[config.mk]
export PLATFORM = sky130hd
export DESIGN_NAME = delay_line_top
export DESIGN_NICKNAME = d
export VERILOG_FILES = /design/src/design/delay_axi_pkg.sv /design/src/design/delay_stream_pkg.sv /design/src/design/delay_regs.sv /design/src/design/delay_buffer.sv /design/src/design/delay_output.sv /design/src/design/delay_line_top.sv
export VERILOG_INCLUDE_DIRS = /design/src /design/src/design
export SDC_FILE = /design/constraint.sdc
export NUM_CORES = 1
export LEC_CHECK = 0
export ABC_AREA = 1
export BUFFER_PORTS_ARGS = -buffer_cell sky130_fd_sc_hd__buf_2
export CORE_MARGIN = 3
export CORE_UTILIZATION = 41
export DETAILED_ROUTE_END_ITERATION = 8
export PLACE_DENSITY = 0.67
export RECOVER_POWER = 50
export SYNTH_ARGS = -nofsm -noshare
export SYNTH_HDL_FRONTEND = slang
export SYNTH_SLANG_ARGS = --single-unit
[constraint.sdc]
create_clock -name ACLK -period 8.6 [get_ports ACLK]
set_clock_uncertainty 0.1 [all_clocks]
set_input_delay 0.86 -clock ACLK [delete_from_list [all_inputs] [get_ports ACLK]]
set_output_delay 0.86 -clock ACLK [all_outputs]
set_load 0.05 [all_outputs]
[src/design/delay_line_settings.svh]
`ifndef DELAY_LINE_SETTINGS_SVH
`define DELAY_LINE_SETTINGS_SVH

// the buffer holds 2**DELAY_DEPTH_LOG2 samples
`define DELAY_DEPTH_LOG2 4

// low address bits seen by the register decoder
`define DELAY_ADDR_BITS 8

// register offsets within the decoded window
`define DELAY_REG_LENGTH 8'h00
`define DELAY_REG_COUNT 8'h04

`endif

[src/design/delay_axi_pkg.sv]
`default_nettype none

package delay_axi_pkg;

   typedef logic [31:0] axi_addr_t;
   typedef logic [31:0] axi_data_t;
   typedef logic [3:0] axi_strb_t;

   typedef enum logic [1:0] {
      RESP_OKAY   = 2'b00,
      RESP_SLVERR = 2'b10
   } axi_resp_e;

   // write side walks address, data, then response
   typedef enum logic [1:0] {
      WR_IDLE,
      WR_DATA,
      WR_RESP
   } axi_wr_state_e;

   typedef enum logic {
      RD_IDLE,
      RD_RESP
   } axi_rd_state_e;

endpackage

`default_nettype wire

[src/design/delay_stream_pkg.sv]
`default_nettype none

package delay_stream_pkg;

   typedef logic [15:0] sample_t;
   typedef logic [31:0] delay_t;
   typedef logic [31:0] count_t;

   typedef struct packed {
      delay_t length;
   } delay_cfg_t;

   // primed is clear while the history is still shorter than the delay
   typedef struct packed {
      sample_t sample;
      logic    primed;
   } delay_result_t;

   typedef enum logic [1:0] {
      BUF_IDLE,
      BUF_SEND,
      BUF_DONE
   } buf_state_e;

endpackage

`default_nettype wire

[src/design/delay_regs.sv]
`default_nettype none

`include "delay_line_settings.svh"

module delay_regs (
   input  wire                              ACLK,
   input  wire                              ARESETN,

   input  wire delay_axi_pkg::axi_addr_t    AWADDR,
   input  wire                              AWVALID,
   output logic                             AWREADY,

   input  wire delay_axi_pkg::axi_data_t    WDATA,
   input  wire delay_axi_pkg::axi_strb_t    WSTRB,
   input  wire                              WVALID,
   output logic                             WREADY,

   output delay_axi_pkg::axi_resp_e         BRESP,
   output logic                             BVALID,
   input  wire                              BREADY,

   input  wire delay_axi_pkg::axi_addr_t    ARADDR,
   input  wire                              ARVALID,
   output logic                             ARREADY,

   output delay_axi_pkg::axi_data_t         RDATA,
   output delay_axi_pkg::axi_resp_e         RRESP,
   output logic                             RVALID,
   input  wire                              RREADY,

   output delay_stream_pkg::delay_cfg_t     cfg,
   input  wire delay_stream_pkg::count_t    sample_count
);

   import delay_axi_pkg::*;
   import delay_stream_pkg::*;

   axi_wr_state_e write_state, write_state_next;
   axi_rd_state_e read_state, read_state_next;
   axi_addr_t     write_addr, write_addr_next;
   axi_addr_t     read_addr, read_addr_next;
   axi_resp_e     bresp_next;
   delay_t        length, length_next;

   assign cfg.length = length;   // takes effect the cycle after the W handshake

   always_comb begin
      write_state_next = write_state;
      write_addr_next = write_addr;
      bresp_next = BRESP;
      length_next = length;
      AWREADY = 1'b0;
      WREADY = 1'b0;
      BVALID = 1'b0;

      case (write_state)
         WR_IDLE: begin
            AWREADY = 1'b1;
            if (AWVALID) begin
               write_addr_next = AWADDR;
               write_state_next = WR_DATA;
            end
         end
         WR_DATA: begin
            WREADY = 1'b1;
            if (WVALID) begin
               // only the length register is writable
               if (write_addr[`DELAY_ADDR_BITS-1:0] == `DELAY_REG_LENGTH) begin
                  for (int i = 0; i < 4; i++) begin
                     if (WSTRB[i]) length_next[i*8 +: 8] = WDATA[i*8 +: 8];
                  end
                  bresp_next = RESP_OKAY;
               end else begin
                  bresp_next = RESP_SLVERR;
               end
               write_state_next = WR_RESP;
            end
         end
         WR_RESP: begin
            BVALID = 1'b1;
            if (BREADY) write_state_next = WR_IDLE;
         end
         default: write_state_next = WR_IDLE;
      endcase
   end

   always_comb begin
      read_state_next = read_state;
      read_addr_next = read_addr;
      ARREADY = 1'b0;
      RVALID = 1'b0;
      RDATA = '0;
      RRESP = RESP_OKAY;

      case (read_state)
         RD_IDLE: begin
            ARREADY = 1'b1;
            if (ARVALID) begin
               read_addr_next = ARADDR;
               read_state_next = RD_RESP;
            end
         end
         RD_RESP: begin
            RVALID = 1'b1;
            case (read_addr[`DELAY_ADDR_BITS-1:0])
               `DELAY_REG_LENGTH: RDATA = length;
               `DELAY_REG_COUNT:  RDATA = sample_count;
               default:           RRESP = RESP_SLVERR;   // unmapped reads return zero
            endcase
            if (RREADY) read_state_next = RD_IDLE;
         end
         default: read_state_next = RD_IDLE;
      endcase
   end

   always_ff @(posedge ACLK) begin
      write_addr <= write_addr_next;
      read_addr <= read_addr_next;
   end

   always_ff @(posedge ACLK) begin
      if (!ARESETN) begin
         write_state <= WR_IDLE;
         read_state <= RD_IDLE;
         BRESP <= RESP_OKAY;
         length <= '0;
      end else begin
         write_state <= write_state_next;
         read_state <= read_state_next;
         BRESP <= bresp_next;
         length <= length_next;
      end
   end

endmodule

`default_nettype wire

[src/design/delay_buffer.sv]
`default_nettype none

`include "delay_line_settings.svh"

module delay_buffer (
   input  wire                                ACLK,
   input  wire                                ARESETN,
   input  wire delay_stream_pkg::delay_cfg_t  cfg,
   input  wire                                in_req,
   input  wire delay_stream_pkg::sample_t     in_data,
   output logic                               in_ack,
   output delay_stream_pkg::delay_result_t    res,
   output logic                               res_req,
   input  wire                                res_ack
);

   import delay_stream_pkg::*;

   localparam int DEPTH = 1 << `DELAY_DEPTH_LOG2;

   typedef logic [`DELAY_DEPTH_LOG2-1:0] ptr_t;
   typedef logic [`DELAY_DEPTH_LOG2:0] fill_t;   // one bit wider so it can reach DEPTH

   sample_t    mem [DEPTH];
   buf_state_e state;
   ptr_t       wr_ptr;
   fill_t      fill, fill_next;
   ptr_t       tap;
   sample_t    tap_data;
   logic       primed;
   logic       take;

   assign take = (state == BUF_IDLE) && in_req && !in_ack;

   always_comb begin
      // oversized delays are clamped here while the register keeps its value
      if (cfg.length > delay_t'(DEPTH - 1)) tap = ptr_t'(DEPTH - 1);
      else tap = cfg.length[`DELAY_DEPTH_LOG2-1:0];

      fill_next = (fill == fill_t'(DEPTH)) ? fill : fill + 1'b1;
      primed = fill_next > fill_t'(tap);

      // a zero delay bypasses the memory since the new sample isn't written yet
      tap_data = (tap == '0) ? in_data : mem[wr_ptr - tap];
   end

   always_ff @(posedge ACLK) begin
      if (take) begin
         mem[wr_ptr] <= in_data;
         res.sample <= primed ? tap_data : '0;
         res.primed <= primed;
      end
   end

   always_ff @(posedge ACLK) begin
      if (!ARESETN) begin
         state <= BUF_IDLE;
         wr_ptr <= '0;
         fill <= '0;
         in_ack <= 1'b0;
         res_req <= 1'b0;
      end else begin
         if (in_ack && !in_req) in_ack <= 1'b0;

         case (state)
            BUF_IDLE: begin
               if (take) begin
                  in_ack <= 1'b1;
                  wr_ptr <= wr_ptr + 1'b1;
                  fill <= fill_next;
                  state <= BUF_SEND;
               end
            end
            BUF_SEND: begin
               if (!res_req) res_req <= 1'b1;
               else if (res_ack) begin
                  res_req <= 1'b0;
                  state <= BUF_DONE;
               end
            end
            BUF_DONE: if (!res_ack) state <= BUF_IDLE;   // wait for the last phase
            default: state <= BUF_IDLE;
         endcase
      end
   end

endmodule

`default_nettype wire

[src/design/delay_output.sv]
`default_nettype none

module delay_output (
   input  wire                                   ACLK,
   input  wire                                   ARESETN,
   input  wire delay_stream_pkg::delay_result_t  res,
   input  wire                                   res_req,
   output logic                                  res_ack,
   output logic                                  out_req,
   output delay_stream_pkg::sample_t             out_data,
   input  wire                                   out_ack,
   output delay_stream_pkg::count_t              sample_count
);

   logic out_ack_q;
   logic take;

   // a new result is only taken once the sink has finished the previous one
   assign take = res_req && !res_ack && !out_req && !out_ack;

   always_ff @(posedge ACLK) begin
      if (take) out_data <= res.primed ? res.sample : '0;
   end

   always_ff @(posedge ACLK) begin
      if (!ARESETN) begin
         res_ack <= 1'b0;
         out_req <= 1'b0;
         out_ack_q <= 1'b0;
         sample_count <= '0;
      end else begin
         out_ack_q <= out_ack;
         if (take) begin
            res_ack <= 1'b1;
            out_req <= 1'b1;
         end else begin
            if (res_ack && !res_req) res_ack <= 1'b0;
            if (out_req && out_ack) out_req <= 1'b0;
         end
         if (out_ack && !out_ack_q) sample_count <= sample_count + 1'b1;   // rising edge of ack
      end
   end

endmodule

`default_nettype wire

[src/design/delay_line_top.sv]
`default_nettype none

module delay_line_top (
   input  wire                            ACLK,
   input  wire                            ARESETN,

   input  wire delay_axi_pkg::axi_addr_t  AWADDR,
   input  wire                            AWVALID,
   output logic                           AWREADY,
   input  wire delay_axi_pkg::axi_data_t  WDATA,
   input  wire delay_axi_pkg::axi_strb_t  WSTRB,
   input  wire                            WVALID,
   output logic                           WREADY,
   output delay_axi_pkg::axi_resp_e       BRESP,
   output logic                           BVALID,
   input  wire                            BREADY,
   input  wire delay_axi_pkg::axi_addr_t  ARADDR,
   input  wire                            ARVALID,
   output logic                           ARREADY,
   output delay_axi_pkg::axi_data_t       RDATA,
   output delay_axi_pkg::axi_resp_e       RRESP,
   output logic                           RVALID,
   input  wire                            RREADY,

   input  wire                            in_req,
   input  wire delay_stream_pkg::sample_t in_data,
   output logic                           in_ack,
   output logic                           out_req,
   output delay_stream_pkg::sample_t      out_data,
   input  wire                            out_ack
);

   import delay_stream_pkg::*;

   delay_cfg_t    cfg;
   delay_result_t res;
   logic          res_req;
   logic          res_ack;
   count_t        sample_count;

   delay_regs i_delay_regs (
      .ACLK, .ARESETN,
      .AWADDR, .AWVALID, .AWREADY,
      .WDATA, .WSTRB, .WVALID, .WREADY,
      .BRESP, .BVALID, .BREADY,
      .ARADDR, .ARVALID, .ARREADY,
      .RDATA, .RRESP, .RVALID, .RREADY,
      .cfg, .sample_count
   );

   delay_buffer i_delay_buffer (
      .ACLK, .ARESETN, .cfg,
      .in_req, .in_data, .in_ack,
      .res, .res_req, .res_ack
   );

   delay_output i_delay_output (
      .ACLK, .ARESETN,
      .res, .res_req, .res_ack,
      .out_req, .out_data, .out_ack,
      .sample_count
   );

endmodule

`default_nettype wire

### After elaboration in Yosys (flattened, before gate mapping)

Memories as Yosys holds them, arrays and structs flattened. A register that Yosys moved wholly into a read port is not among the register bits.
Cells that the tools add are included.

| storage, ports and cells | value |
|---|---|
| bits in registers | 118 |
| memory bits (writable) | 256 |
| input bits | 125 |
| logic and storage cells | 110 |
| memories | 1 |

Memories:

| memory | depth | bits a word | rd ports | clocked after memory_dff | write ports | line | source |
|---|---|---|---|---|---|---|---|
| i_delay_buffer.mem | 16 | 16 | 1 | 1 | 1 | delay_buffer.sv:24 | `sample_t mem [DEPTH];` |

| cells by class | value |
|---|---|
| add/subtract/negate cells | 4 |
| magnitude comparators | 2 |
| equal/unequal tests | 13 |
| mux-type cells | 35 |
| bitwise logic cells | 1 |
| reductions and logical operators | 34 |

Operator list:

| operator | count |
|---|---|
| 32-bit case mux with 2 select lines | 1 |
| 32-bit by 1-bit adder with 32-bit output (second input constant) | 1 |
| 32-bit by 4-bit > comparator with 1-bit output (second input constant) | 1 |
| 32-bit 2-to-1 mux | 1 |
| 2-bit 2-to-1 mux | 10 |
| 4-bit AND reduction | 5 |
| 1-bit 2-to-1 mux | 18 |
| 8-bit logical NOT | 2 |
| 2-bit case mux with 3 select lines | 2 |
| 1-bit logical AND | 9 |
| 8-bit by 3-bit == test with 1-bit output (second input constant) | 1 |
| 1-bit logical NOT | 8 |
| 2-bit inequality test (second input constant) | 4 |
| 2-bit AND reduction | 4 |
| 2-bit by 1-bit inequality test with 1-bit output (second input constant) | 3 |
| 5-bit by 1-bit adder with 5-bit output (second input constant) | 1 |
| 5-bit == test (second input constant) | 1 |
| 5-bit by 4-bit > comparator with 1-bit output | 1 |
| 5-bit 2-to-1 mux | 1 |
| 4-bit by 1-bit adder with 4-bit output (second input constant) | 1 |
| 2-bit by 1-bit == test with 1-bit output (second input constant) | 2 |
| 2-bit == test (second input constant) | 2 |
| 2-bit logical NOT | 2 |
| 4-bit 2-to-1 mux | 1 |
| other kinds (6) | 7 |

### Longest topological paths before layout

| logic depth | value |
|---|---|
| depth in word-level cells | 5 |
| depth in mapped cells | 21 |

### By module

From an unflattened synthesis, not the netlist that was laid out.

| second synthesis, totals | value |
|---|---|
| cell total of the unflattened synthesis | 1814 |
| area, all modules | 17591.9 um^2 |

By module, submodules not included:

| module | times used | cells each | area each (um^2) |
|---|---|---|---|
| delay_buffer | 1 | 1093 | 12289.3 |
| delay_regs | 1 | 385 | 2811.4 |
| delay_output | 1 | 336 | 2491.1 |

### Worst setup path after synthesis

No wires, ideal clock.

| timing path | value |
|---|---|
| kind | input to register |
| start point | input port in_req |
| end point | memory i_delay_buffer.mem[0][0] (netlist bit), enable pin |
| setup time | 0.389 ns |
| arrival | 2.754 ns |
| setup slack | 5.358 ns |
| stages on the path | 7 |
| buffers on the path | 1 |
| cells stage by stage | inv_1 -> nor2_1 -> nand2_1 -> inv_1 -> clkbuf_1 -> nand2_1 -> nor2_1 |

| between the ends | value |
|---|---|
| word-level cells in the longest chain between the ends | 4 |

RTL lines:

| what | line | source |
|---|---|---|
| start: declaration | delay_line_top.sv:25 | `input wire in_req,` |
| 1-bit logical AND (2 in a row) | delay_buffer.sv:33 | `assign take = (state == BUF_IDLE) && in_req && !in_ack;` |
| net i_delay_buffer.take | delay_buffer.sv:31 | `logic take;` |
| 1-bit 2-to-1 mux | delay_buffer.sv:48 | `if (take) begin` |
| 1-bit 2-to-1 mux (not written as such) | delay_buffer.sv:49 | `mem[wr_ptr] <= in_data;` |
| end: declaration | delay_buffer.sv:24 |  |

The timed path passes the listed nets, and every way through them passes these cells.

### Worst setup path in the final report

| timing path | value |
|---|---|
| start point | register i_delay_regs.length[18] (netlist: i_delay_regs.cfg[18]) |
| end point | register, netlist name i_delay_buffer.res[5] |

| between the ends | value |
|---|---|
| word-level cells in the longest chain between the ends | 4 |
| elaborated cells on any way between the ends | 5 |
| those cells by class | 1 x add/sub; 2 x order compare; 1 x mux; 1 x reduce/logical |

RTL lines:

| what | line | source |
|---|---|---|
| start: declaration | delay_regs.sv:43 | `delay_t length, length_next;` |
| start signal: assignment | delay_regs.sv:131 | `length <= length_next;` |
| 32-bit by 4-bit > comparator with 1-bit output * | delay_buffer.sv:37 | `if (cfg.length > delay_t'(DEPTH - 1)) tap = ptr_t'(DEPTH - 1);` |
| 4-bit 2-to-1 mux * | delay_buffer.sv:37 |  |
| 5-bit by 4-bit > comparator with 1-bit output | delay_buffer.sv:41 | `primed = fill_next > fill_t'(tap);` |
| 1-bit logical NOT (no line) | - |  |

Mark *: on every way between the ends. The rest lies on a longest branch, timed or not.
A chain may end at the register's enable or synchronous reset.

==> flow_summary.yaml <==
global_route:
  grt_overflow: 0
  antenna_found_initial: 2
  grt_start_max_net_pins: 87
  grt_usage: 0.192
  grt_pass1_vias: 12000
  grt_first_pass_wirelength_um: 65700
sta:
  finalCriticalPeriod_ps: 4480
  max_freq_mhz: 223
  timing.final.crit_share: 0.521
  final_max_slew_viol_count: 81
  setup_viol: 0
  hold_violations: 0
  tns_ps: 0
  setup_slack_ps: 4120
  slew_headroom: -0.579
  holdWs_ps: 372
  rsz0062_at_grt: "no"
  worst_pin_slew_ps: 2370
synth:
  async_flop_share: 0
  syn_avg_cell_area_um2: 10.2
  synth_edf_count: 305
  syn_area_mm2: 0.0166
  synth.area.top_cells: "edfxtp_1 (55%), dfxtp_1 (10%), nand2_1 (5.9%)"
  synthFlopType: "edfxtp_1"
  yosys_register_bits: 389
  synth_common_cells: "edfxtp_1 (305), nand2_1 (259), nor2_1 (240), o21ai_0 (181), inv_1 (118)"
  synth_largest_area_cell: "edfxtp_1"
  synth_top_area_share: 0.551
  synth_most_common_cell: "edfxtp_1"
  synth_cell_type_count: 41
  syn_inst: 1636
  yosysWarnings: 0
  ys_seq_area_frac: 0.653
worst_hold_path:
  hold_depth: 1
  hp-class: "primary input to register"
drt:
  drc: 0
  first_pass_iters: 7
  drtIter0Drc: 1044
  finalWirelength_um: 41900
  avgRoutedWirePerCell_um: 18.1
  via_per_inst: 5.27
  drtAntennaViolNets: 0
  vias: 12200
floorplan:
  die_width_um: 207
  row_count: 73
  design.core.area_mm2: 0.0399
  ios: 184
  dieArea_mm2: 0.0430
  fp.dieH_um: 207
  start_util: 0.416
clock_tree:
  clock_latency_ps: 570
  cts_sinks: 389
  cts_setup_buffers: 0
  cts_tree: "done"
  clkTransAtPathRegs_ps: 60
  htree_levels: 2
  cts_root_buf: "clkbuf_16"
  cts-buffers-inserted: 42
  ctsResizeCount: 0
  cts_hold_buf: 0
  cts.path.max_buffers: 3
outcome:
  violations: "max-capacitance violations, max-slew violations"
  status: "complete, but fails checks"
setup_path:
  endpoint: "i_delay_buffer.res[5]"
  startpoint_type: "register"
  regToRegStartpoint: "i_delay_regs.cfg[18]"
  required_ps: 8720
  crit_start: "i_delay_regs.cfg[18]"
  crit_path_max_fanout: 86
  r2r-end: "i_delay_buffer.res[5]"
  reg2reg_slack_ps: 4120
  reg2reg_depth: 17
  cp.arrival_ps: 4600
  worstSetupPathType: "register to register"
  worstSetupEndpointType: "register"
place:
  hpwl_um: 26200
  dp_cells: 2231
  place_ws_ps: 4140
  place_congestion: 0.858
  port_buffers: 133
finish:
  fin_cells: 2310
  fillers: 3610
  area_delta_synth_final_pct: 14.7
  fin_nets: 1886
  fin_util: 0.477
  drive_gt1_frac: 0.129
power_and_ir_drop:
  vdd_drop_max_mv: 0.127
  p_leak_nw: 7.00
  powerDensity_mw_per_mm2: 232
flow_run:
  maxCapViolations: 2
## per-layer routing
| metal | part of all wire | up-vias | GRT usage | wire length, um |
|---|---|---|---|---|
| met1 | 0.40 | 5720 | 0.243 | 16800 |
| li1 | - | 5895 | - | - |
| met2 | 0.48 | 481 | 0.319 | 20000 |
| met4 | 0.035 | 2 | 0.0803 | 1480 |
| met5 | 0.00017 | - | 0 | 7 |
| met3 | 0.087 | 74 | 0.0443 | 3660 |
## power breakdown
| part | internal, mW | total [mW] | leakage, nW | switching [mW] |
|---|---|---|---|---|
| registers | 2.10 | 2.12 | 3.45 | 0.0217 |
| logic | 0.156 | 0.559 | 2.88 | 0.402 |
| clock network | 1.03 | 1.75 | 0.666 | 0.722 |
| total | 3.28 | 4.43 | 7.00 | 1.15 |
## cells in the final DEF (no fill, tap or decap), types with 2 or more instances in the layout
master	n
clkbuf_8	4
and2_1	2
nor3_1	49
nand2_2	10
bufinv_16	2
a211oi_1	2
o21a_1	3
clkinv_1	16
o22ai_1	64
conb_1	2
nor2_2	7
nand2_1	259
ha_1	9
xor2_1	11
buf_2	116
edfxtp_1	305
nand2_4	4
nor2_1	235
nand3_1	82
nand4_1	13
nor4_1	8
o21ai_0	181
diode_2	2
clkbuf_16	44
buf_4	15
clkbuf_1	28
clkinv_2	9
inv_2	4
inv_1	117
a21oi_2	4
nor3b_1	2
dfxtp_1	84
a21oi_1	77
## worst max-delay path, stage by stage (launching register included)
cell      delay [ps]
dfxtp_1          340
nor2_1           110
nand2_1           50
nor2_1           120
nand2_1          100
nor2_4           250
nand2_1          190
ha_4             640
clkinv_2         610
buf_4            560
o21ai_0          310
o22ai_1          110
nand3_1           90
nand2_1           70
inv_1            100
nand2_1           70
nand3_1           80
a21oi_1          160
## final cells by class
| type | count | area, um2 | share of cell area |
|---|---|---|---|
| inverters | 129 | 487 | 0.0255 |
| clock buffers | 56 | 1190 | 0.0623 |
| diodes | 2 | 5.00 | 0.000263 |
| well taps | 525 | 657 | 0.0345 |
| multi-input cells | 1037 | 4950 | 0.260 |
| clock inverters | 21 | 161 | 0.00847 |
| flip-flops and latches | 389 | 10800 | 0.569 |
| repair buffers | 151 | 768 | 0.0403 |
## worst min path at each step
stage / startpoint / to
6_report: ARADDR[0] / i_delay_regs.read_addr[0]
5_1_grt: ARADDR[5] / i_delay_regs.read_addr[5]
4_1_cts: ARADDR[7] / i_delay_regs.read_addr[7]
3_5_place_dp: i_delay_output.sample_count[31] / i_delay_output.sample_count[31]
3_3_place_gp: i_delay_output.sample_count[31] / i_delay_output.sample_count[31]
2_1_floorplan: i_delay_output.sample_count[31] / i_delay_output.sample_count[31]
## per-stage QoR
| step | power, mW | area, um2 |
|---|---|---|
| global placement | 2.71 | 17700 |
| detailed placement | 2.72 | 17700 |
| finish | 4.43 | 19100 |
| floorplan | 2.53 | 16600 |
| global route | 4.61 | 19000 |
| CTS | 4.47 | 19100 |
## logic make-up after synthesis
kind of cell	synth area share
AO/OA/AOI/OAI	0.108
XOR/XNOR	0.00633
adder cells (fa/ha/maj)	0.00828
buffers and inverters	0.0518
flip-flops	0.653
other	0.000226
AND/OR/NAND/NOR	0.173
## state kept, by name, indices dropped and copies added (netlist names)
signal	count
i_delay_buffer.mem	256
i_delay_output.sample_count	32
i_delay_buffer.fill	5
i_delay_buffer.res	17
i_delay_buffer.in_ack	1
i_delay_buffer.wr_ptr	4
i_delay_output.res_ack	1
i_delay_regs.BRESP	1
i_delay_buffer.state	2
i_delay_regs.read_addr	8
i_delay_output.out_ack_q	1
i_delay_output.out_req	1
i_delay_regs.write_state	2
i_delay_regs.write_addr	8
i_delay_regs.read_state	1
i_delay_output.out_data	16
i_delay_regs.cfg	32
i_delay_buffer.res_req	1
(Power assumes the default switching activity.)
